$ cat config.mk
export PLATFORM = sky130hd
export DESIGN_NAME = sensor_rx_top
export DESIGN_NICKNAME = d
export VERILOG_FILES = /design/src/sensor_rx_pkg.sv /design/src/lvds_deframer.sv /design/src/pixel_fifo.sv /design/src/frame_formatter.sv /design/src/sensor_rx_top.sv
export VERILOG_INCLUDE_DIRS = /design/src
export SDC_FILE = /design/constraint.sdc
export NUM_CORES = 1
export LEC_CHECK = 0
export ABC_AREA = 1
export BUFFER_PORTS_ARGS = -buffer_cell sky130_fd_sc_hd__buf_2
export CAP_MARGIN = 15
export CORE_AREA = 2 2 144 181
export DETAILED_ROUTE_END_ITERATION = 7
export DIE_AREA = 0 0 146 183
export PLACE_DENSITY = 0.87
export SLEW_MARGIN = 25
export SYNTH_ARGS = -nofsm -noshare
export SYNTH_HDL_FRONTEND = slang
export SYNTH_HIERARCHICAL = 1
export SYNTH_SLANG_ARGS = --single-unit
export TNS_END_PERCENT = 50
$ cat constraint.sdc
create_clock -name frame_valid -period 5.5 [get_ports frame_valid]
set_clock_uncertainty 0.15 [all_clocks]
set_input_delay 0.275 -clock frame_valid [delete_from_list [all_inputs] [get_ports frame_valid]]
set_output_delay 0.275 -clock frame_valid [all_outputs]
set_load 0.05 [all_outputs]
$ cat src/sensor_rx_consts.svh
`ifndef SENSOR_RX_CONSTS_SVH
`define SENSOR_RX_CONSTS_SVH

// Serial word is start bit (1), ten data bits LSB first, stop bit (0).
`define WORD_BITS 12
`define DATA_BITS 10

// Data value repeated by the sensor while it trains the link.
`define TRAIN_WORD 10'h2A5

// An escape word announces that the next word is a sync code.
`define ESC_WORD 10'h3FF
`define CODE_FS 10'd1
`define CODE_LS 10'd2
`define CODE_LE 10'd3
`define CODE_FE 10'd4

// Consecutive training words at one phase before the link counts as locked.
`define LOCK_COUNT 4

`define FIFO_DEPTH 16

// Geometry the sensor is programmed for.
`define LINE_PIXELS 8
`define FRAME_LINES 4

`endif

$ cat src/sensor_rx_pkg.sv
`include "sensor_rx_consts.svh"

package sensor_rx_pkg;

    typedef enum logic [2:0] {
        PIXEL       = 3'd0,
        FRAME_START = 3'd1,
        LINE_START  = 3'd2,
        LINE_END    = 3'd3,
        FRAME_END   = 3'd4
    } beat_kind_e;

    typedef struct packed {
        beat_kind_e            kind;
        logic [`DATA_BITS-1:0] data;
    } beat_t;

    typedef struct packed {
        logic [`DATA_BITS-1:0] data;
        logic                  sof;
        logic                  eol;
        logic                  eof;
    } pix_t;

    typedef struct packed {
        logic [7:0] lines;
        logic [7:0] short_lines;
        logic       bad_geometry;
    } frame_status_t;

    // True for the word values that follow an escape as sync codes.
    function automatic logic code_known(input logic [`DATA_BITS-1:0] code);
        return code inside {`CODE_FS, `CODE_LS, `CODE_LE, `CODE_FE};
    endfunction

    function automatic beat_kind_e code_kind(input logic [`DATA_BITS-1:0] code);
        case (code)
            `CODE_FS: return FRAME_START;
            `CODE_LS: return LINE_START;
            `CODE_LE: return LINE_END;
            `CODE_FE: return FRAME_END;
            default:  return PIXEL;
        endcase
    endfunction

endpackage

$ cat src/lvds_deframer.sv
`timescale 1ns/100ps
`include "sensor_rx_consts.svh"

module lvds_deframer
    import sensor_rx_pkg::*;
(
    input  logic  frame_valid,
    input  logic  arst_n,
    input  logic  sdata,
    output beat_t beat,
    output logic  beat_valid,
    input  logic  beat_ready,
    output logic  locked,
    output logic  overflow
);

    localparam int PHASE_W = $clog2(`WORD_BITS);
    localparam int MATCH_W = $clog2(`LOCK_COUNT + 1);

    logic [`WORD_BITS-1:0] shift_q;
    logic [`WORD_BITS-1:0] win;
    logic [`DATA_BITS-1:0] word;
    logic [PHASE_W-1:0]    phase_q;
    logic [MATCH_W-1:0]    match_q;
    logic                  word_end;
    logic                  framed_ok;
    logic                  train_hit;
    logic                  locked_q;
    logic                  esc_q;
    logic                  in_line_q;
    logic                  emit;
    beat_t                 next_beat;
    beat_t                 beat_q;
    logic                  beat_valid_q;
    logic                  overflow_q;

    // The window includes the bit on sdata now, so a word is complete
    // in the cycle its stop bit is sampled.
    assign win       = {sdata, shift_q[`WORD_BITS-1:1]};
    assign word      = win[`DATA_BITS:1];     // Bit 0 holds the start bit.
    assign framed_ok = win[0] && !win[`WORD_BITS-1];
    assign train_hit = framed_ok && (word == `TRAIN_WORD);
    assign word_end  = (phase_q == PHASE_W'(`WORD_BITS - 1));

    // Word decoding once the link is locked.
    always_comb begin
        emit           = 1'b0;
        next_beat.kind = PIXEL;
        next_beat.data = word;
        if (locked_q && word_end && framed_ok) begin
            if (esc_q) begin
                emit           = code_known(word);   // Unknown codes after an escape are dropped.
                next_beat.kind = code_kind(word);
            end else if (word != `ESC_WORD && word != `TRAIN_WORD) begin
                emit = in_line_q;                     // Pixels outside a line are dropped.
            end
        end
    end

    always_ff @(posedge frame_valid or negedge arst_n) begin
        if (!arst_n) begin
            phase_q      <= '0;
            match_q      <= '0;
            locked_q     <= 1'b0;
            esc_q        <= 1'b0;
            in_line_q    <= 1'b0;
            beat_valid_q <= 1'b0;
            overflow_q   <= 1'b0;
        end else begin
            beat_valid_q <= emit;
            if (beat_valid_q && !beat_ready) begin
                overflow_q <= 1'b1;                   // The stream cannot wait, so the beat is gone.
            end

            phase_q <= word_end ? '0 : phase_q + 1'b1;

            if (!locked_q) begin
                esc_q     <= 1'b0;
                in_line_q <= 1'b0;
                // A first hit may land on any bit. Later hits must sit one word apart.
                if (train_hit && (match_q == '0 || word_end)) begin
                    phase_q <= '0;
                    if (match_q == MATCH_W'(`LOCK_COUNT - 1)) begin
                        locked_q <= 1'b1;
                        match_q  <= '0;
                    end else begin
                        match_q <= match_q + 1'b1;
                    end
                end else if (word_end) begin
                    match_q <= '0;
                end
            end else if (word_end) begin
                if (!framed_ok) begin
                    locked_q <= 1'b0;                 // Bad start or stop bit. Hunt again.
                end else if (esc_q) begin
                    esc_q <= 1'b0;
                    if (code_known(word)) begin
                        in_line_q <= (code_kind(word) == LINE_START);
                    end
                end else if (word == `ESC_WORD) begin
                    esc_q <= 1'b1;
                end
            end
        end
    end

    always_ff @(posedge frame_valid) begin
        shift_q <= win;
        if (emit) begin
            beat_q <= next_beat;
        end
    end

    assign beat       = beat_q;
    assign beat_valid = beat_valid_q;
    assign locked     = locked_q;
    assign overflow   = overflow_q;

endmodule

$ cat src/pixel_fifo.sv
`timescale 1ns/100ps
`include "sensor_rx_consts.svh"

module pixel_fifo
    import sensor_rx_pkg::*;
#(
    parameter type payload_t = beat_t,
    parameter int  depth     = `FIFO_DEPTH
) (
    input  logic     frame_valid,
    input  logic     arst_n,
    input  payload_t in_data,
    input  logic     in_valid,
    output logic     in_ready,
    output payload_t out_data,
    output logic     out_valid,
    input  logic     out_ready
);

    localparam int PTR_W = (depth > 1) ? $clog2(depth) : 1;
    localparam int CNT_W = $clog2(depth + 1);

    payload_t         mem [depth];
    payload_t         out_q;
    logic [PTR_W-1:0] wr_ptr_q;
    logic [PTR_W-1:0] rd_ptr_q;
    logic [CNT_W-1:0] mem_cnt_q;
    logic [CNT_W:0]   fill;
    logic             out_valid_q;
    logic             load;
    logic             wr;
    logic             bypass;
    logic             mem_wr;
    logic             mem_rd;

    function automatic logic [PTR_W-1:0] next_ptr(input logic [PTR_W-1:0] p);
        return (p == PTR_W'(depth - 1)) ? '0 : p + 1'b1;
    endfunction

    // The output register counts toward the depth.
    assign fill     = {1'b0, mem_cnt_q} + (CNT_W + 1)'(out_valid_q);
    assign in_ready = (fill < (CNT_W + 1)'(depth));

    assign load   = !out_valid_q || out_ready;
    assign wr     = in_valid && in_ready;
    assign bypass = load && (mem_cnt_q == '0);   // Empty FIFO writes go straight to the output.
    assign mem_wr = wr && !bypass;
    assign mem_rd = load && (mem_cnt_q != '0);

    always_ff @(posedge frame_valid or negedge arst_n) begin
        if (!arst_n) begin
            wr_ptr_q    <= '0;
            rd_ptr_q    <= '0;
            mem_cnt_q   <= '0;
            out_valid_q <= 1'b0;
        end else begin
            if (mem_wr) begin
                wr_ptr_q <= next_ptr(wr_ptr_q);
            end
            if (mem_rd) begin
                rd_ptr_q <= next_ptr(rd_ptr_q);
            end
            case ({mem_wr, mem_rd})
                2'b10:   mem_cnt_q <= mem_cnt_q + 1'b1;
                2'b01:   mem_cnt_q <= mem_cnt_q - 1'b1;
                default: mem_cnt_q <= mem_cnt_q;
            endcase
            if (load) begin
                out_valid_q <= mem_rd || wr;
            end
        end
    end

    always_ff @(posedge frame_valid) begin
        if (mem_wr) begin
            mem[wr_ptr_q] <= in_data;
        end
        if (load) begin
            out_q <= (mem_cnt_q != '0) ? mem[rd_ptr_q] : in_data;
        end
    end

    assign out_data  = out_q;
    assign out_valid = out_valid_q;

endmodule

$ cat src/frame_formatter.sv
`timescale 1ns/100ps
`include "sensor_rx_consts.svh"

module frame_formatter
    import sensor_rx_pkg::*;
(
    input  logic          frame_valid,
    input  logic          arst_n,
    input  beat_t         beat,
    input  logic          beat_valid,
    output logic          beat_ready,
    output pix_t          pix,
    output logic          pix_valid,
    input  logic          pix_ready,
    output logic          frame_done,
    output frame_status_t status
);

    logic                  out_free;
    logic                  take;
    logic                  release_px;
    logic                  line_short;
    logic                  hold_q;
    logic                  hold_sof_q;
    logic                  hold_eol_q;
    logic [`DATA_BITS-1:0] hold_data_q;
    logic                  sof_pend_q;
    logic                  fe_q;
    logic                  pix_valid_q;
    logic                  frame_done_q;
    logic [7:0]            pix_cnt_q;
    logic [7:0]            lines_q;
    logic [7:0]            short_q;
    pix_t                  pix_q;
    frame_status_t         status_q;

    function automatic logic [7:0] sat_inc(input logic [7:0] v);
        return (v == 8'hFF) ? v : v + 1'b1;
    endfunction

    assign out_free   = !pix_valid_q || pix_ready;
    assign beat_ready = out_free && !fe_q;        // No beats while a frame end is closing.
    assign take       = beat_valid && beat_ready;
    // A line end only marks the held pixel; the beat after it decides eof.
    assign release_px = take && hold_q && (beat.kind != LINE_END);
    assign line_short = (pix_cnt_q != 8'(`LINE_PIXELS));

    always_ff @(posedge frame_valid or negedge arst_n) begin
        if (!arst_n) begin
            hold_q       <= 1'b0;
            hold_sof_q   <= 1'b0;
            hold_eol_q   <= 1'b0;
            sof_pend_q   <= 1'b0;
            fe_q         <= 1'b0;
            pix_valid_q  <= 1'b0;
            frame_done_q <= 1'b0;
            pix_cnt_q    <= '0;
            lines_q      <= '0;
            short_q      <= '0;
        end else begin
            frame_done_q <= 1'b0;
            if (out_free) begin
                pix_valid_q <= release_px;
            end
            // Wait for the last pixel to leave before reporting the frame.
            if (fe_q && out_free) begin
                fe_q         <= 1'b0;
                frame_done_q <= 1'b1;
            end
            if (take) begin
                case (beat.kind)
                    PIXEL: begin
                        hold_q     <= 1'b1;
                        hold_sof_q <= sof_pend_q;
                        hold_eol_q <= 1'b0;
                        sof_pend_q <= 1'b0;
                        pix_cnt_q  <= sat_inc(pix_cnt_q);
                    end
                    LINE_END: begin
                        hold_eol_q <= 1'b1;
                        lines_q    <= sat_inc(lines_q);
                        if (line_short) begin
                            short_q <= sat_inc(short_q);
                        end
                    end
                    LINE_START: begin
                        hold_q    <= 1'b0;
                        pix_cnt_q <= '0;
                    end
                    FRAME_START: begin
                        hold_q     <= 1'b0;
                        sof_pend_q <= 1'b1;
                        lines_q    <= '0;
                        short_q    <= '0;
                    end
                    FRAME_END: begin
                        hold_q <= 1'b0;
                        fe_q   <= 1'b1;
                    end
                    default: ;
                endcase
            end
        end
    end

    always_ff @(posedge frame_valid) begin
        if (take && beat.kind == PIXEL) begin
            hold_data_q <= beat.data;
        end
        if (release_px) begin
            pix_q.data <= hold_data_q;
            pix_q.sof  <= hold_sof_q;
            pix_q.eol  <= hold_eol_q;
            pix_q.eof  <= (beat.kind == FRAME_END);
        end
        if (take && beat.kind == FRAME_END) begin
            status_q.lines        <= lines_q;
            status_q.short_lines  <= short_q;
            status_q.bad_geometry <= (lines_q != 8'(`FRAME_LINES)) || (short_q != '0);
        end
    end

    assign pix        = pix_q;
    assign pix_valid  = pix_valid_q;
    assign frame_done = frame_done_q;
    assign status     = status_q;

endmodule

$ cat src/sensor_rx_top.sv
`timescale 1ns/100ps
`include "sensor_rx_consts.svh"

module sensor_rx_top
    import sensor_rx_pkg::*;
(
    input  logic          frame_valid,
    input  logic          arst_n,
    input  logic          sdata,
    output pix_t          pix,
    output logic          pix_valid,
    input  logic          pix_ready,
    output logic          frame_done,
    output frame_status_t status,
    output logic          locked,
    output logic          overflow
);

    beat_t beat;
    logic  beat_valid;
    logic  beat_ready;
    beat_t fifo_beat;
    logic  fifo_valid;
    logic  fifo_ready;

    lvds_deframer u_deframer (
        .frame_valid (frame_valid),
        .arst_n      (arst_n),
        .sdata       (sdata),
        .beat        (beat),
        .beat_valid  (beat_valid),
        .beat_ready  (beat_ready),
        .locked      (locked),
        .overflow    (overflow)
    );

    // Absorbs the gaps when the pixel sink stalls.
    pixel_fifo #(
        .payload_t (beat_t),
        .depth     (`FIFO_DEPTH)
    ) u_fifo (
        .frame_valid (frame_valid),
        .arst_n      (arst_n),
        .in_data     (beat),
        .in_valid    (beat_valid),
        .in_ready    (beat_ready),
        .out_data    (fifo_beat),
        .out_valid   (fifo_valid),
        .out_ready   (fifo_ready)
    );

    frame_formatter u_formatter (
        .frame_valid (frame_valid),
        .arst_n      (arst_n),
        .beat        (fifo_beat),
        .beat_valid  (fifo_valid),
        .beat_ready  (fifo_ready),
        .pix         (pix),
        .pix_valid   (pix_valid),
        .pix_ready   (pix_ready),
        .frame_done  (frame_done),
        .status      (status)
    );

endmodule

Word-level counts from Yosys, hierarchy flattened:

Memory sizes are Yosys's and may differ from the RTL's.
Index checks and enable logic that the tools add are counted.

* bits in registers: 135
* latch bits: 0
* bits in writable memories: 208
* ROM bits: 0
* bits of input ports: 4
* memories: 1

Memory list
* u_fifo.mem: words 16, width 13, read ports 1, clocked after Yosys merged registers in 0, wr ports 1, RTL line pixel_fifo.sv:23 `payload_t mem [depth];`

* $add $sub $neg: 10
* $mul: 0
* div/mod/pow operators: 0
* $lt $le $gt $ge: 1
* equal/unequal tests: 33
* shift operators: 0
* multiplexer cells: 50
* bitwise logic cells: 1
* reduce and logical (&&, ||, !) cells: 54

Operators with widths (number)
* one-hot mux 8 bit (2 select lines): 3
* 2-to-1 mux 8 bit: 4
* adder 8 x 1 -> 8 bit, second input constant: 3
* equality test 8 bit, second input constant: 3
* 2-to-1 mux 1 bit: 24
* 2-to-1 mux 3 bit: 8
* equality test 10 bit, second input constant: 2
* equality test 10 x 2 -> 1 bit, second input constant: 2
* 2-to-1 mux 4 bit: 5
* inequality test 10 bit, second input constant: 2
* logical AND 1 bit: 18
* AND reduction 2 bit: 7
* nonzero test 2 bit: 7
* 2-to-1 mux 13 bit: 1
* adder 4 x 1 -> 4 bit, second input constant: 3
* equality test 3 x 2 -> 1 bit, second input constant: 4
* equality test 4 bit, second input constant: 3
* one-hot mux 3 bit (4 select lines): 1
* equality test 10 x 1 -> 1 bit, second input constant: 1
* equality test 10 x 3 -> 1 bit, second input constant: 1
* inequality test 2 bit, second input constant: 5
* one-hot mux 5 bit (2 select lines): 1
* inequality test 8 x 3 -> 1 bit, second input constant: 1
* inequality test 8 x 4 -> 1 bit, second input constant: 1
* other kinds (23): 39

Depth between registers and ports, before layout:

Gate-level depths: netlist of run 1.

* depth after elaboration: 13
* depth in mapped cells: 19
* mapped depth without buffers: 18

Modules after synthesis:

The synthesis of run 1 kept the hierarchy.

By module, submodules not included
* pixel_fifo: times used 1, cells an instance 1028, area each 10421.2 um^2, sequential area each 6986.7 um^2
* frame_formatter: times used 1, cells an instance 300, area each 3080.5 um^2, sequential area each 1976.9 um^2
* lvds_deframer: times used 1, cells an instance 135, area each 1455.1 um^2, sequential area each 910.9 um^2

Worst setup path before layout of run 1:

OpenSTA, ideal clock, no wires.

* path type: reg2reg
* start point: register u_formatter.pix_valid_q (netlist: u_formatter/pix_valid)
* end point: register u_fifo.mem_cnt_q[4]
* setup time: 117 ps
* arrival: 2609 ps
* data required time: 5233 ps
* slack: 2624 ps
* stages on the path, launching flop included: 18
* path buffers: 0
* clock period less this slack: 2876 ps
* cells stage by stage: dfrtp_1 nand2_1 inv_1 nor2_1 nor2_1 inv_1 nand2_1 inv_1 ha_1 xor2_1 ha_1 inv_1 nand2_1 nand3_1 nand2_1 xor2_1 nand2_1 nand2_1

RTL lines
* from (decl): RTL line frame_formatter.sv:29 `logic pix_valid_q;`
* from (signal assigned): RTL line frame_formatter.sv:63 `pix_valid_q <= release_px;`
* zero test 1 bit *: RTL line frame_formatter.sv:41 `assign out_free = !pix_valid_q || pix_ready;`
* logical OR 1 bit *: RTL line frame_formatter.sv:41
* logical AND 1 bit *: RTL line frame_formatter.sv:42 `assign beat_ready = out_free && !fe_q;`
* named net fifo_ready: RTL line sensor_rx_top.sv:24 `logic fifo_ready;`
* logical OR 1 bit *: RTL line pixel_fifo.sv:44 `assign load = !out_valid_q || out_ready;`
* named net u_fifo.load: RTL line pixel_fifo.sv:30 `logic load;`
* logical AND 1 bit *: RTL line pixel_fifo.sv:48 `assign mem_rd = load && (mem_cnt_q != '0);`
* named net u_fifo.mem_rd: RTL line pixel_fifo.sv:34 `logic mem_rd;`
* equality test 2 x 1 -> 1 bit or equality test 2 bit (tied branches): RTL line pixel_fifo.sv:63 `case ({mem_wr, mem_rd})`
* one-hot mux 5 bit (2 select lines) or nonzero test 2 bit (tied branches)
* to (signal assigned): RTL line pixel_fifo.sv:64 `2'b10: mem_cnt_q <= mem_cnt_q + 1'b1;`
* to (signal assigned): RTL line pixel_fifo.sv:65 `2'b01: mem_cnt_q <= mem_cnt_q - 1'b1;`
* to (signal assigned): RTL line pixel_fifo.sv:66 `default: mem_cnt_q <= mem_cnt_q;`
* to (decl): RTL line pixel_fifo.sv:27 `logic [CNT_W-1:0] mem_cnt_q;`

Mark *: on every way through the listed nets, which the timed path passes. The rest lies on a longest branch.
A chain may end at the register's enable or synchronous reset.

Worst setup path in the final report of run 1:

Same ends and word-level chain as after synthesis.

==> results.rst, run 1 <==
.. list-table::
   :header-rows: 1

   * - Metric
     - Value
   * - Shortest period the worst path allows
     - between 3 and 4 ns
   * - Chip width
     - 146 microns
   * - Dpl ws
     - approximately 2.4 ns
   * - Sequential cell area
     - between 0.009 and 0.01 sq mm
   * - Tcrit/Tclk final
     - 0.559
   * - Total overflow reported by the global router
     - 0
   * - Terminating pin of the worst hold path
     - u_deframer/shift_q[11]
   * - Total Die Area
     - between 0.02 and 0.03 sq mm
   * - Hold/Removal Path Class
     - input pin to flip-flop
   * - Warnings, synthesis
     - 6
   * - Setup repair after global routing missed its margin
     - false
   * - Total wirelength of the detailed-routed design
     - ~32000 microns
   * - Filler cell count in the final layout
     - approximately 1800
   * - Outcome
     - finished, final reports clean
   * - Slew Viols, Final
     - 0
   * - Buffer depth of the longest clock path
     - 3
   * - Pin count of the biggest net entering global routing
     - between 100 and 150
   * - Hold Path Cell Cnt
     - 2
   * - Reg2Reg Setup Slack
     - about 2.4 ns
   * - Detailed-route DRC error count
     - 0
   * - Global placement routability congestion
     - just under 0.9
   * - Worst reg2reg startpoint
     - u_formatter/pix_valid
   * - Number of buffers inserted by port buffering
     - 37
   * - Most used flip-flop cell after synthesis
     - sky130_fd_sc_hd__edfxtp_1
   * - Core region area
     - 0.0250 sq mm
   * - Number of synthesized flops with an enable pin
     - 274
   * - Mapped Nets
     - around 1500
   * - Crit path max fanout
     - 14
   * - Max_slew headroom
     - 0.295
   * - Antenna violations before repair
     - 0
   * - Total Routing Usage GR
     - 0.240
   * - Max H-tree Level
     - 1
   * - Post-route setup slack
     - around 2.4 ns
   * - Worst setup path category
     - flip-flop to flip-flop
   * - Synthesis-to-layout area growth
     - 9.32%
   * - Vias after detailed routing
     - ~10000
   * - Maximum VDD drop
     - 267 uV
   * - CTS tree
     - built
   * - Height of the die
     - 183 microns
   * - Detailed-route vias per instance
     - around 5.5
   * - FFs w/ async S/R, synth
     - 0.167
   * - Type of origin of the critical path
     - flip-flop
   * - Number of distinct library cell variants in the gate-level netlist after synthesis
     - 44
   * - Top-area cell type share of the netlist area
     - 0.550
   * - Clock sinks
     - roughly 340
   * - Measured slew at the worst slew-check pin
     - roughly 1.1 ns
   * - Detail-routed net length per standard cell
     - between 15 and 20 microns
   * - Destination of the worst register-to-register timing path
     - u_fifo/mem_cnt_q[4]
   * - Number of instances in the synthesized netlist
     - approximately 1500
   * - Source-to-sink clock delay at the later pin of the worst-skew pair
     - 0.57 ns
   * - Endpoint arrival time on the critical path
     - 3.43 ns
   * - Number of buffers created by CTS
     - 31
   * - Power Density
     - 469 mW/mm^2
   * - IO Count
     - 38
   * - Post-CTS Hold Buffers
     - 3
   * - Final hold vios
     - 0
   * - Share of cells above drive strength 1
     - 0.0929
   * - CTS clk-pin slew, worst paths
     - around 0.07 ns
   * - Clk root buf
     - sky130_fd_sc_hd__clkbuf_16
   * - Initial core utilization
     - 0.597
   * - Total of max-cap violations
     - 0
   * - Reported leakage power
     - 7.08 nW
   * - Remaining antenna violation count
     - 0
   * - Crit. End Element
     - flip-flop
   * - Final Hold Slack
     - around 0.22 ns
   * - Yosys reg bits
     - approximately 340
   * - Number of setup buffers added after CTS
     - 0
   * - Pre-antenna DRT Iters
     - 5
   * - Net count, final
     - about 1500
   * - Start point of the worst min-delay path
     - sdata
   * - Worst setup path startpoint
     - u_formatter/pix_valid
   * - Total power of the final layout
     - approximately 7.7 mW
   * - Violation count after the first detailed-routing iteration
     - 1067
   * - DP HPWL
     - 19700 microns
   * - Average cell area after synthesis
     - just over 10 sq um
   * - Antenna diode count
     - 0
   * - Total negative slack
     - 0 ns
   * - Library cell occupying the most area in the post-synthesis netlist
     - sky130_fd_sc_hd__edfxtp_1
   * - Area of combinational cells with multiple inputs
     - roughly 0.0039 sq mm
   * - Count of cells resized by post-cts repair
     - 0
   * - Sequential cell area fraction in the yosys report
     - 0.660
   * - Final setup viols
     - 0
   * - Depth of the worst register-to-register path
     - 17
   * - Final cell area excluding filler cells
     - between 0.015 and 0.02 sq mm
   * - Netlist Area Pre-Place
     - between 0.01 and 0.015 sq mm
   * - Wire length of the first global-routing pass
     - a little over 50000 microns
   * - Post-Place Cell Area
     - approximately 0.015 sq mm
   * - Max Freq
     - between 0.3 and 0.4 GHz
   * - Number of core rows
     - 65
   * - Cell types with the largest area share after synthesis
     - sky130_fd_sc_hd__edfxtp_1 55%, sky130_fd_sc_hd__nand2_1 11%, sky130_fd_sc_hd__dfrtp_1 9.5%, sky130_fd_sc_hd__nand3_1 6.3%, sky130_fd_sc_hd__inv_1 5.9%
   * - Data required, critical path
     - around 6 ns
   * - Number of global-route vias before repair
     - 9657
[critical path, cell delays in order, from the launching register on]
cell and delay (ns):
sky130_fd_sc_hd__dfrtp_1 0.39, sky130_fd_sc_hd__nand2_1 0.20, sky130_fd_sc_hd__inv_1 0.08, sky130_fd_sc_hd__nor2_1 0.09, sky130_fd_sc_hd__nor2_1 0.06, sky130_fd_sc_hd__inv_1 0.37
sky130_fd_sc_hd__nand2_1 0.21, sky130_fd_sc_hd__inv_1 0.18, sky130_fd_sc_hd__ha_1 0.32, sky130_fd_sc_hd__xor2_1 0.23, sky130_fd_sc_hd__ha_1 0.17, sky130_fd_sc_hd__inv_1 0.04
sky130_fd_sc_hd__nand2_1 0.09, sky130_fd_sc_hd__nand3_1 0.08, sky130_fd_sc_hd__nand2_1 0.08, sky130_fd_sc_hd__xor2_1 0.15, sky130_fd_sc_hd__nand2_1 0.06, sky130_fd_sc_hd__nand2_1 0.06
[per-layer routing]
layer,vias to the layer above,wire (microns),GRT usage
met5,-,0,0
li1,4775,-,-
met3,115,2320,0.0318
met1,4775,12100,0.297
met2,507,16200,0.425
met4,0,1510,0.109
[cell usage after synthesis (3+ instances only)]
library cell                 n
sky130_fd_sc_hd__nand2_1   447
sky130_fd_sc_hd__edfxtp_1  274
sky130_fd_sc_hd__inv_1     237
sky130_fd_sc_hd__nand3_1   189
sky130_fd_sc_hd__nor2_1     69
sky130_fd_sc_hd__dfrtp_1    57
sky130_fd_sc_hd__o21ai_0    30
sky130_fd_sc_hd__ha_1       18
sky130_fd_sc_hd__buf_2      16
sky130_fd_sc_hd__clkbuf_1   14
sky130_fd_sc_hd__dfxtp_1    11
sky130_fd_sc_hd__xor2_1     11
sky130_fd_sc_hd__buf_6       9
sky130_fd_sc_hd__a21oi_1     7
sky130_fd_sc_hd__nor3_1      7
sky130_fd_sc_hd__nand3_2     6
sky130_fd_sc_hd__nand4_1     6
sky130_fd_sc_hd__nor2_2      5
sky130_fd_sc_hd__buf_1       4
sky130_fd_sc_hd__nand2_2     4
sky130_fd_sc_hd__nor2_4      4
sky130_fd_sc_hd__o21ai_2     4
sky130_fd_sc_hd__buf_4       3
sky130_fd_sc_hd__inv_2       3
sky130_fd_sc_hd__nand3b_1    3
sky130_fd_sc_hd__o21bai_1    3
[power breakdown]
| group | internal, mW | switching, mW |
|---|---|---|
| logic | 0.646 | 1.66 |
| registers | 3.08 | 0.235 |
| clock network | 1.12 | 0.928 |
| total | 4.84 | 2.82 |
[stage by stage]
step / std cells / utilization
floorplan: 1463 / -
global placement: 1792 / 0.611
detailed placement: 1792 / 0.611
CTS: 1853 / 0.651
global route: 1853 / 0.653
finish: 1853 / 0.653
[worst max path at each step]
stage | endpoint | slack [ns] | cells after the start
after floorplan | u_fifo/mem_cnt_q[4] | 2.62 | 17
after global placement | u_fifo/mem[10][5] | 2.53 | 10
after detailed placement | u_fifo/mem[6][12] | 2.44 | 10
after CTS | u_fifo/mem_cnt_q[4] | 2.45 | 17
after global routing | u_fifo/mem_cnt_q[4] | 2.04 | 17
final | u_fifo/mem_cnt_q[4] | 2.42 | 17
[cells in the final DEF, fill, tap and decap left out, types with 2 or more instances in the layout]
master,Yosys,routed
sky130_fd_sc_hd__a21oi_2,1,2
sky130_fd_sc_hd__clkbuf_16,0,32
sky130_fd_sc_hd__xnor2_1,2,2
sky130_fd_sc_hd__clkinvlp_4,0,4
sky130_fd_sc_hd__edfxtp_1,274,274
sky130_fd_sc_hd__nand3_1,189,189
sky130_fd_sc_hd__nand3_2,6,6
sky130_fd_sc_hd__nor2_4,4,4
sky130_fd_sc_hd__dfxtp_1,11,11
sky130_fd_sc_hd__nand2_1,447,447
sky130_fd_sc_hd__dlygate4sd3_1,0,3
sky130_fd_sc_hd__nand4_1,6,6
sky130_fd_sc_hd__nor2_2,5,20
sky130_fd_sc_hd__o21ai_1,2,2
sky130_fd_sc_hd__nor3_1,7,7
sky130_fd_sc_hd__o21bai_1,3,3
sky130_fd_sc_hd__a21oi_1,7,6
sky130_fd_sc_hd__clkinv_2,0,5
sky130_fd_sc_hd__o21ai_0,30,30
sky130_fd_sc_hd__nor4_1,2,2
sky130_fd_sc_hd__ha_1,18,18
sky130_fd_sc_hd__o21ai_2,4,4
sky130_fd_sc_hd__clkinv_4,1,4
sky130_fd_sc_hd__nand2_2,4,4
sky130_fd_sc_hd__inv_1,237,237
sky130_fd_sc_hd__buf_4,3,3
sky130_fd_sc_hd__nand3_4,2,2
sky130_fd_sc_hd__inv_2,3,2
sky130_fd_sc_hd__clkbuf_1,14,9
sky130_fd_sc_hd__buf_2,16,37
sky130_fd_sc_hd__clkinv_1,1,4
sky130_fd_sc_hd__dfrtp_2,0,2
sky130_fd_sc_hd__xor2_1,11,11
sky130_fd_sc_hd__nand3b_1,3,3
sky130_fd_sc_hd__nor2_1,69,54
sky130_fd_sc_hd__dfrtp_1,57,55
[sequential cells by signal, summed over array words and instances (netlist names), 3 cells and up]
name	cells
u_fifo/mem	208
u_formatter/status	17
u_deframer/beat	13
u_fifo/out_data	13
u_formatter/pix	13
u_deframer/shift_q	11
u_formatter/hold_data_q	10
u_formatter/lines_q	8
u_formatter/pix_cnt_q	8
u_formatter/short_q	8
u_fifo/mem_cnt_q	5
u_deframer/phase_q	4
u_fifo/rd_ptr_q	4
u_fifo/wr_ptr_q	4
u_deframer/match_q	3
[cell families after synthesis]
kind of cell | Yosys count | share of synthesized area
AND/OR/NAND/NOR | 749 | 0.217
flip-flops | 342 | 0.660
buffers and inverters | 289 | 0.0802
AO/OA/AOI/OAI | 52 | 0.0202
adder cells (fa/ha/maj) | 18 | 0.0151
XOR/XNOR | 13 | 0.00761
[layout make-up]
cell class | count | area share
well taps | 335 | 0.0256
multi-input cells | 832 | 0.240
flip-flops and latches | 342 | 0.604
inverters | 242 | 0.0560
repair buffers | 44 | 0.0152
clock buffers | 41 | 0.0510
clock inverters | 17 | 0.00803
(Power assumes the default switching activity.)
==> run 2: changes to the inputs <==
--- a/config.mk
+++ b/config.mk
@@ -9,10 +9,10 @@
 export ABC_AREA = 1
 export BUFFER_PORTS_ARGS = -buffer_cell sky130_fd_sc_hd__buf_2
 export CAP_MARGIN = 15
-export CORE_AREA = 2 2 144 181
+export CORE_AREA = 2 2 150 188
 export DETAILED_ROUTE_END_ITERATION = 7
-export DIE_AREA = 0 0 146 183
-export PLACE_DENSITY = 0.87
+export DIE_AREA = 0 0 152 190
+export PLACE_DENSITY = 0.85
 export SLEW_MARGIN = 25
 export SYNTH_ARGS = -nofsm -noshare
 export SYNTH_HDL_FRONTEND = slang
==> constraint.sdc (replaced) <==
create_clock -name frame_valid -period 2.5 [get_ports frame_valid]
set_clock_uncertainty 0.15 [all_clocks]
set_input_delay 0.125 -clock frame_valid [delete_from_list [all_inputs] [get_ports frame_valid]]
set_output_delay 0.125 -clock frame_valid [all_outputs]
set_load 0.05 [all_outputs]
==> run 2 against run 1 <==
Sequential cell count stayed put. Highest routed layer unchanged. Critical path depth is 3 higher. Combinational power is 130% higher. Clock power grew to 2.6 times the previous value. Via count is 1.6% higher. Register-to-register slack worse by 2.3 ns. Critical endpoint unchanged.
==> results.rst, run 2 (synthesized netlist as in run 1, its figures left out) <==
.. list-table::
   :header-rows: 1

   * - Metric
     - Value
   * - Area of combinational cells with multiple inputs
     - ~0.0039 sq mm
   * - Internal power
     - around 12 mW
   * - Number of buffers created by CTS
     - 34
   * - Maximum VDD drop
     - between 600 and 700 uV
   * - Post-Place Cell Area
     - roughly 0.016 sq mm
   * - Reported leakage power
     - roughly 7.4 nW
   * - Endpoint arrival time on the critical path
     - 2.61 ns
   * - Final core utilization
     - 0.616
   * - Total of max-cap violations
     - 0
   * - Worst reg2reg startpoint
     - u_formatter/pix_valid
   * - Pre-antenna DRT Iters
     - 6
   * - IO Count
     - 38
   * - Slowest cell on crit path
     - sky130_fd_sc_hd__dlygate4sd3_1
   * - Combinational share of power
     - 0.302
   * - Initial core utilization
     - 0.548
   * - Height of the die
     - 190 microns
   * - Max Freq
     - 0.427 GHz
   * - Tcrit/Tclk final
     - 0.937
   * - Max_slew headroom
     - 0.379
   * - Shortest period the worst path allows
     - approximately 2.3 ns
   * - Slowest cell delay on critical path
     - ~0.55 ns
   * - Filler cell count in the final layout
     - roughly 2000
   * - Total Die Area
     - between 0.02 and 0.03 sq mm
   * - Source-to-sink clock delay at the later pin of the worst-skew pair
     - approximately 0.53 ns
   * - Most frequent standard cell in the layout excluding fill and tap cells
     - sky130_fd_sc_hd__nand2_1
   * - CTS tree
     - built
   * - Buffer depth of the longest clock path
     - 3
   * - Final setup viols
     - 0
   * - Type of origin of the critical path
     - input pin
   * - Final cell area excluding filler cells
     - 0.0168 sq mm
   * - P_sw
     - ~6.3 mW
   * - Hold/Removal Path Class
     - input pin to async pin
   * - Total negative slack
     - 0 ns
   * - Number of global-route vias before repair
     - between 10000 and 15000
   * - Violation count after the first detailed-routing iteration
     - 963
   * - Total overflow reported by the global router
     - 0
   * - DP HPWL
     - between 15000 and 20000 microns
   * - Destination of the worst register-to-register timing path
     - u_fifo/mem_cnt_q[4]
   * - Critical path's most frequent cell
     - sky130_fd_sc_hd__nand2_1
   * - Proportion of total power due to net switching
     - 0.353
   * - Final hold vios
     - 0
   * - Remaining antenna violation count
     - 0
   * - Antenna violations before repair
     - 0
   * - Sequential cell fraction of total power
     - 0.401
   * - Vias after detailed routing
     - approximately 10000
   * - Total wirelength of the detailed-routed design
     - around 30000 microns
   * - Antenna diode count
     - 0
   * - Synthesis-to-layout area growth
     - 12.5%
   * - Sequential cell area
     - between 0.009 and 0.01 sq mm
   * - Series of cell instances along the critical path
     - dlygate4sd3_1 -> buf_2 -> inv_1 -> nand2_4 -> inv_2 -> nor2_1 -> nor2_1 -> inv_2 -> nand2_2 -> inv_2 -> ha_4 -> xor2_2 -> ha_1 -> inv_1 -> nand2_1 -> nand3_1 -> nand2_1 -> xor2_1 -> nand2_1 -> nand2_1
   * - Top library cells by usage in the layout, fill and taps aside
     - 445 x sky130_fd_sc_hd__nand2_1, 274 x sky130_fd_sc_hd__edfxtp_1, 233 x sky130_fd_sc_hd__inv_1
   * - Data required, critical path
     - approximately 2.8 ns
   * - Number of buffers inserted by port buffering
     - 37
   * - Measured slew at the worst slew-check pin
     - a little over 0.9 ns
   * - Slew Viols, Final
     - 0
   * - Max H-tree Level
     - 2
   * - Detailed-route vias per instance
     - around 5.4
   * - Reg2Reg Setup Slack
     - 0.16 ns
   * - Total Routing Usage GR
     - 0.210
   * - Crit path max fanout
     - 5
   * - Number of core rows
     - 68
   * - Clk root buf
     - sky130_fd_sc_hd__clkbuf_16
   * - Core region area
     - approximately 0.027 sq mm
   * - Wire length of the first global-routing pass
     - around 49000 microns
   * - CTS clk-pin slew, worst paths
     - 0.06 ns
   * - Depth of the worst register-to-register path
     - 17
   * - Net count, final
     - roughly 1500
   * - Outcome
     - finished, final reports clean
   * - Global placement routability congestion
     - around 0.84
   * - Crit. End Element
     - flip-flop
   * - Flip-flop count of the largest register, all copies and words added
     - 208
   * - Register bank with the most flops
     - u_fifo/mem
   * - Share of cells above drive strength 1
     - 0.111
   * - Pin count of the biggest net entering global routing
     - 109
   * - Detail-routed net length per standard cell
     - between 15 and 20 microns
   * - Power Density
     - 1060 mW/mm^2
   * - Worst setup path category
     - input pin to flip-flop
   * - Chip width
     - 152 microns
   * - Clock sinks
     - approximately 340
   * - Final Hold Slack
     - between 0.08 and 0.09 ns
   * - Share of power burned in the clock network
     - 0.297
   * - Detailed-route DRC error count
     - 0
   * - Setup repair after global routing missed its margin
     - false
## run 2: layout make-up
| cell class | count | area share |
|---|---|---|
| Inverter | 242 | 0.0543 |
| Multi-Input combinational cell | 832 | 0.233 |
| Clock buffer | 41 | 0.0540 |
| Tap cell | 350 | 0.0260 |
| Clock inverter | 21 | 0.0156 |
| Sequential cell | 342 | 0.587 |
| Timing Repair Buffer | 75 | 0.0306 |
## run 2: what timing repair did
| action | 4_1_cts | 5_1_grt |
|---|---|---|
| resized for setup | 0 | 4 |
| hold buffers | 3 | 0 |
| setup endpoints to repair | 0 | 2 |
| hold endpoints to repair | 40 | 0 |
| buffers inserted | 0 | 1 |
## run 2: worst max-delay path by stage
stage                               start                  end
global placement    u_formatter/pix_valid  u_fifo/mem_cnt_q[4]
finish                          pix_ready  u_fifo/mem_cnt_q[4]
CTS                 u_formatter/pix_valid  u_fifo/mem_cnt_q[4]
global route          u_fifo/mem_cnt_q[3]  u_fifo/mem_cnt_q[4]
detailed placement  u_formatter/pix_valid  u_fifo/mem_cnt_q[4]
floorplan           u_formatter/pix_valid  u_fifo/mem_cnt_q[4]
## run 2: worst max-delay path, delay by kind of cell
family,cells,cell delay [ns]
xor+xnor,2,0.29
fa+ha+maj,2,0.39
buf+inv,7,1.03
simple gates,9,0.78
## run 2: layer usage
layer | vias to the layer above | global-route usage | wire, microns | share of wire
met3 | 115 | 0.0346 | 2220 | 0.073
met4 | 0 | 0.106 | 1290 | 0.042
met5 | - | 0 | 0 | 0
met2 | 506 | 0.390 | 16200 | 0.53
met1 | 4855 | 0.234 | 10900 | 0.36
li1 | 4854 | - | - | -
## run 2: power by group through the flow
stage / sequential [mW] / combinational, mW / clock (mW)
after global routing: 7.20 / 5.90 / 5.55
final: 7.13 / 5.37 / 5.29
after detailed placement: 7.24 / 5.20 / 0
after global placement: 7.20 / 5.04 / 0
after floorplan: 7.55 / 3.64 / 0
after CTS: 7.13 / 5.27 / 5.36
## run 2: metrics by stage
step | instances | total power, mW | setup WS, ns
2_1_floorplan | 1463 | 11.2 | 0.00985
5_1_grt | 1903 | 18.6 | 0.0204
3_5_place_dp | 1837 | 12.4 | 0.131
3_3_place_gp | 1837 | 12.2 | 0.204
6_report | 1903 | 17.8 | 0.159
4_1_cts | 1902 | 17.8 | 0.0710
==> run 3: changes to the inputs <==
--- a/config.mk
+++ b/config.mk
@@ -9,10 +9,10 @@
 export ABC_AREA = 1
 export BUFFER_PORTS_ARGS = -buffer_cell sky130_fd_sc_hd__buf_2
 export CAP_MARGIN = 15
-export CORE_AREA = 2 2 150 188
+export CORE_AREA = 2 2 144 181
 export DETAILED_ROUTE_END_ITERATION = 7
-export DIE_AREA = 0 0 152 190
-export PLACE_DENSITY = 0.85
+export DIE_AREA = 0 0 146 183
+export PLACE_DENSITY = 0.87
 export SLEW_MARGIN = 25
 export SYNTH_ARGS = -nofsm -noshare
 export SYNTH_HDL_FRONTEND = slang
==> constraint.sdc (replaced) <==
create_clock -name frame_valid -period 2.3 [get_ports frame_valid]
set_clock_uncertainty 0.15 [all_clocks]
set_input_delay 0.115 -clock frame_valid [delete_from_list [all_inputs] [get_ports frame_valid]]
set_output_delay 0.115 -clock frame_valid [all_outputs]
set_load 0.05 [all_outputs]
==> run 3 against run 2 <==
Clock power fell by 7.8%. Utilization rose by 5.9 points. Sequential share of layout area fell by 0.31 points. Sequential power is 8.8% higher. Combinational power rose by 20%. Setup slack got worse by 0.15 ns. Highest routed layer unchanged. Largest cell class unchanged. Non-clock buffer count grew 22. Power grew 7.3%. First-iteration DRC count up 41%.
==> results.rst, run 3 (synthesized netlist as in run 1, its figures left out) <==
.. list-table::
   :header-rows: 1

   * - Metric
     - Value
   * - Outcome
     - finished, final reports clean
   * - Slowest cell delay on critical path
     - 0.40 ns
   * - Clock sinks
     - ~340
   * - Total Die Area
     - around 0.027 sq mm
   * - Worst setup path startpoint
     - u_fifo/mem_cnt_q[3]
   * - Slowest cell on crit path
     - sky130_fd_sc_hd__dfrtp_1
   * - Endpoint arrival time on the critical path
     - ~2.7 ns
   * - Clk root buf
     - sky130_fd_sc_hd__clkbuf_16
   * - Antenna diode count
     - 0
   * - Logic depth of the worst path, buffers included
     - 16
   * - Number of buffers inserted by port buffering
     - 37
   * - Number of buffers created by CTS
     - 31
   * - Vias after detailed routing
     - ~11000
   * - Share of cells above drive strength 1
     - 0.132
   * - Number of core rows
     - between 60 and 70
   * - Number of global-route vias before repair
     - around 10000
   * - Critical path's most frequent cell
     - sky130_fd_sc_hd__nand2_1
   * - Tcrit/Tclk final
     - 0.998
   * - Max_slew headroom
     - 0.457
   * - Source-to-sink clock delay at the later pin of the worst-skew pair
     - roughly 0.57 ns
   * - Crit path max fanout
     - 4
   * - Total of max-cap violations
     - 0
   * - Setup repair after global routing missed its margin
     - true
   * - CTS tree
     - built
   * - Global placement routability congestion
     - between 0.9 and 1
   * - DP HPWL
     - roughly 21000 microns
   * - Total wirelength of the detailed-routed design
     - ~34000 microns
   * - Crit. End Element
     - flip-flop
   * - Final cell area excluding filler cells
     - 0.0169 sq mm
   * - Net count, final
     - about 1600
   * - Measured slew at the worst slew-check pin
     - between 0.8 and 0.9 ns
   * - Core region area
     - approximately 0.025 sq mm
   * - Initial core utilization
     - 0.597
   * - Detail-routed net length per standard cell
     - around 18 microns
   * - Count of buffer and inverter cells on the critical path
     - 3
   * - Post-Place Cell Area
     - between 0.015 and 0.02 sq mm
   * - Antenna violations before repair
     - 0
   * - Sequential cell fraction of total power
     - 0.406
   * - Total Routing Usage GR
     - 0.250
   * - Destination of the worst register-to-register timing path
     - u_fifo/mem_cnt_q[4]
   * - Reg2Reg Setup Slack
     - between 0.003 and 0.004 ns
   * - Worst reg2reg startpoint
     - u_fifo/mem_cnt_q[3]
   * - Remaining antenna violation count
     - 0
   * - Share of power burned in the clock network
     - 0.255
   * - Internal power
     - roughly 12 mW
   * - Proportion of total power due to net switching
     - 0.372
   * - Worst setup path category
     - flip-flop to flip-flop
   * - Combinational share of power
     - 0.338
   * - Buffer depth of the longest clock path
     - 3
   * - Pin count of the biggest net entering global routing
     - 89
   * - Power Density
     - approximately 1100 mW/mm^2
   * - Final cell count without fillers
     - 1906
   * - Post-route setup slack
     - 0.00366 ns
   * - Pre-antenna DRT Iters
     - 6
   * - Register bank with the most flops
     - u_fifo/mem
   * - Flip-flop count of the largest register, all copies and words added
     - 208
   * - Series of cell instances along the critical path
     - nand2_1 -> inv_1 -> nand4_1 -> nand3_2 -> nor2_4 -> inv_4 -> ha_4 -> xor2_2 -> ha_2 -> inv_2 -> nand2_2 -> nand3_2 -> nand2_2 -> xor2_2 -> nand2_1 -> nand2_1
   * - Top library cells by usage in the layout, fill and taps aside
     - 443 x sky130_fd_sc_hd__nand2_1, 274 x sky130_fd_sc_hd__edfxtp_1, 232 x sky130_fd_sc_hd__inv_1
   * - Total overflow reported by the global router
     - 0
   * - CTS clk-pin slew, worst paths
     - about 0.060 ns
   * - Depth of the worst register-to-register path
     - 16
   * - Max Freq
     - approximately 0.44 GHz
   * - Type of origin of the critical path
     - flip-flop
   * - Final core utilization
     - 0.676
   * - Hold/Removal Path Class
     - input pin to async pin
   * - Maximum VDD drop
     - 810 uV
   * - Detailed-route DRC error count
     - 0
   * - Violation count after the first detailed-routing iteration
     - about 1400
   * - Detailed-route vias per instance
     - roughly 5.5
   * - Chip width
     - 146 microns
   * - Most frequent standard cell in the layout excluding fill and tap cells
     - sky130_fd_sc_hd__nand2_1
   * - IO Count
     - 38
   * - Reported leakage power
     - roughly 7.4 nW
   * - Final hold vios
     - 0
   * - Height of the die
     - 183 microns
   * - Synthesis-to-layout area growth
     - 13.1%
   * - Max H-tree Level
     - 1
   * - Slew Viols, Final
     - 0
   * - P_sw
     - about 7.1 mW
   * - Shortest period the worst path allows
     - between 2 and 2.5 ns
   * - Final setup viols
     - 0
   * - Number of cells in the design after placement
     - about 1800
   * - Data required, critical path
     - 2.66 ns
   * - CP top delay family
     - simple AND/OR/NAND/NOR gates
   * - Dpl ws
     - about 0.0074 ns
   * - Wire length of the first global-routing pass
     - approximately 52000 microns
## run 3: worst max-delay path by stage
| stage | endpoint | slack, ns |
|---|---|---|
| after floorplan | u_fifo/mem_cnt_q[4] | -0.16 |
| after global placement | u_fifo/mem_cnt_q[4] | 0.08 |
| after detailed placement | u_fifo/mem_cnt_q[4] | 0.007 |
| after CTS | u_fifo/mem_cnt_q[4] | 0.00008 |
| after global routing | u_fifo/mem_cnt_q[4] | -0.15 |
| final | u_fifo/mem_cnt_q[4] | 0.004 |
## run 3: power by group through the flow
stage / clock (mW) / combinational (mW) / sequential (mW)
after floorplan: 0 / 3.97 / 8.21
after global placement: 0 / 5.71 / 7.84
after detailed placement: 0 / 5.91 / 7.88
after CTS: 4.94 / 6.04 / 7.76
after global routing: 5.18 / 6.94 / 7.82
final: 4.88 / 6.46 / 7.76
## run 3: layer usage
| layer | share of wire | wire, microns | up-vias | GRT usage |
|---|---|---|---|---|
| met5 | 0 | 0 | - | 0 |
| met4 | 0.061 | 2060 | 0 | 0.144 |
| met3 | 0.084 | 2840 | 166 | 0.0353 |
| met2 | 0.50 | 17000 | 575 | 0.445 |
| met1 | 0.35 | 11800 | 4926 | 0.292 |
| li1 | - | - | 4885 | - |
## run 3: area by class of cell
cell class | count | area (sq um)
flip-flops and latches | 342 | 9880
fillers | 1775 | 8130
multi-input cells | 832 | 4000
inverters | 242 | 920
clock buffers | 37 | 818
repair buffers | 97 | 743
well taps | 335 | 419
clock inverters | 21 | 145
## run 3: per-stage QoR
stage	total power, mW	TNS (ns)	hold WS [ns]
global route	19.9	-0.174	0.0423
global placement	13.6	0	0.0163
finish	19.1	0	0.0371
detailed placement	13.8	0	0.0205
CTS	18.7	0	0.0333
floorplan	12.2	-3.78	-0.331
## run 3: timing repair
action                                  CTS  global route
endpoints found under the hold margin    74             0
hold buffers                              5             0
cloned                                    0             0
pin swaps                                 1            10
endpoints found under the setup margin    1            23
buffers inserted                          0             6
resized for setup                         2            16
## run 3: worst register-to-register path: cells and delay by family (launching register included)
family        cells  cell delay, ns
simple gates      9            0.83
xor+xnor          2            0.34
flops             1            0.40
buf+inv           3            0.13
fa+ha+maj         2            0.39
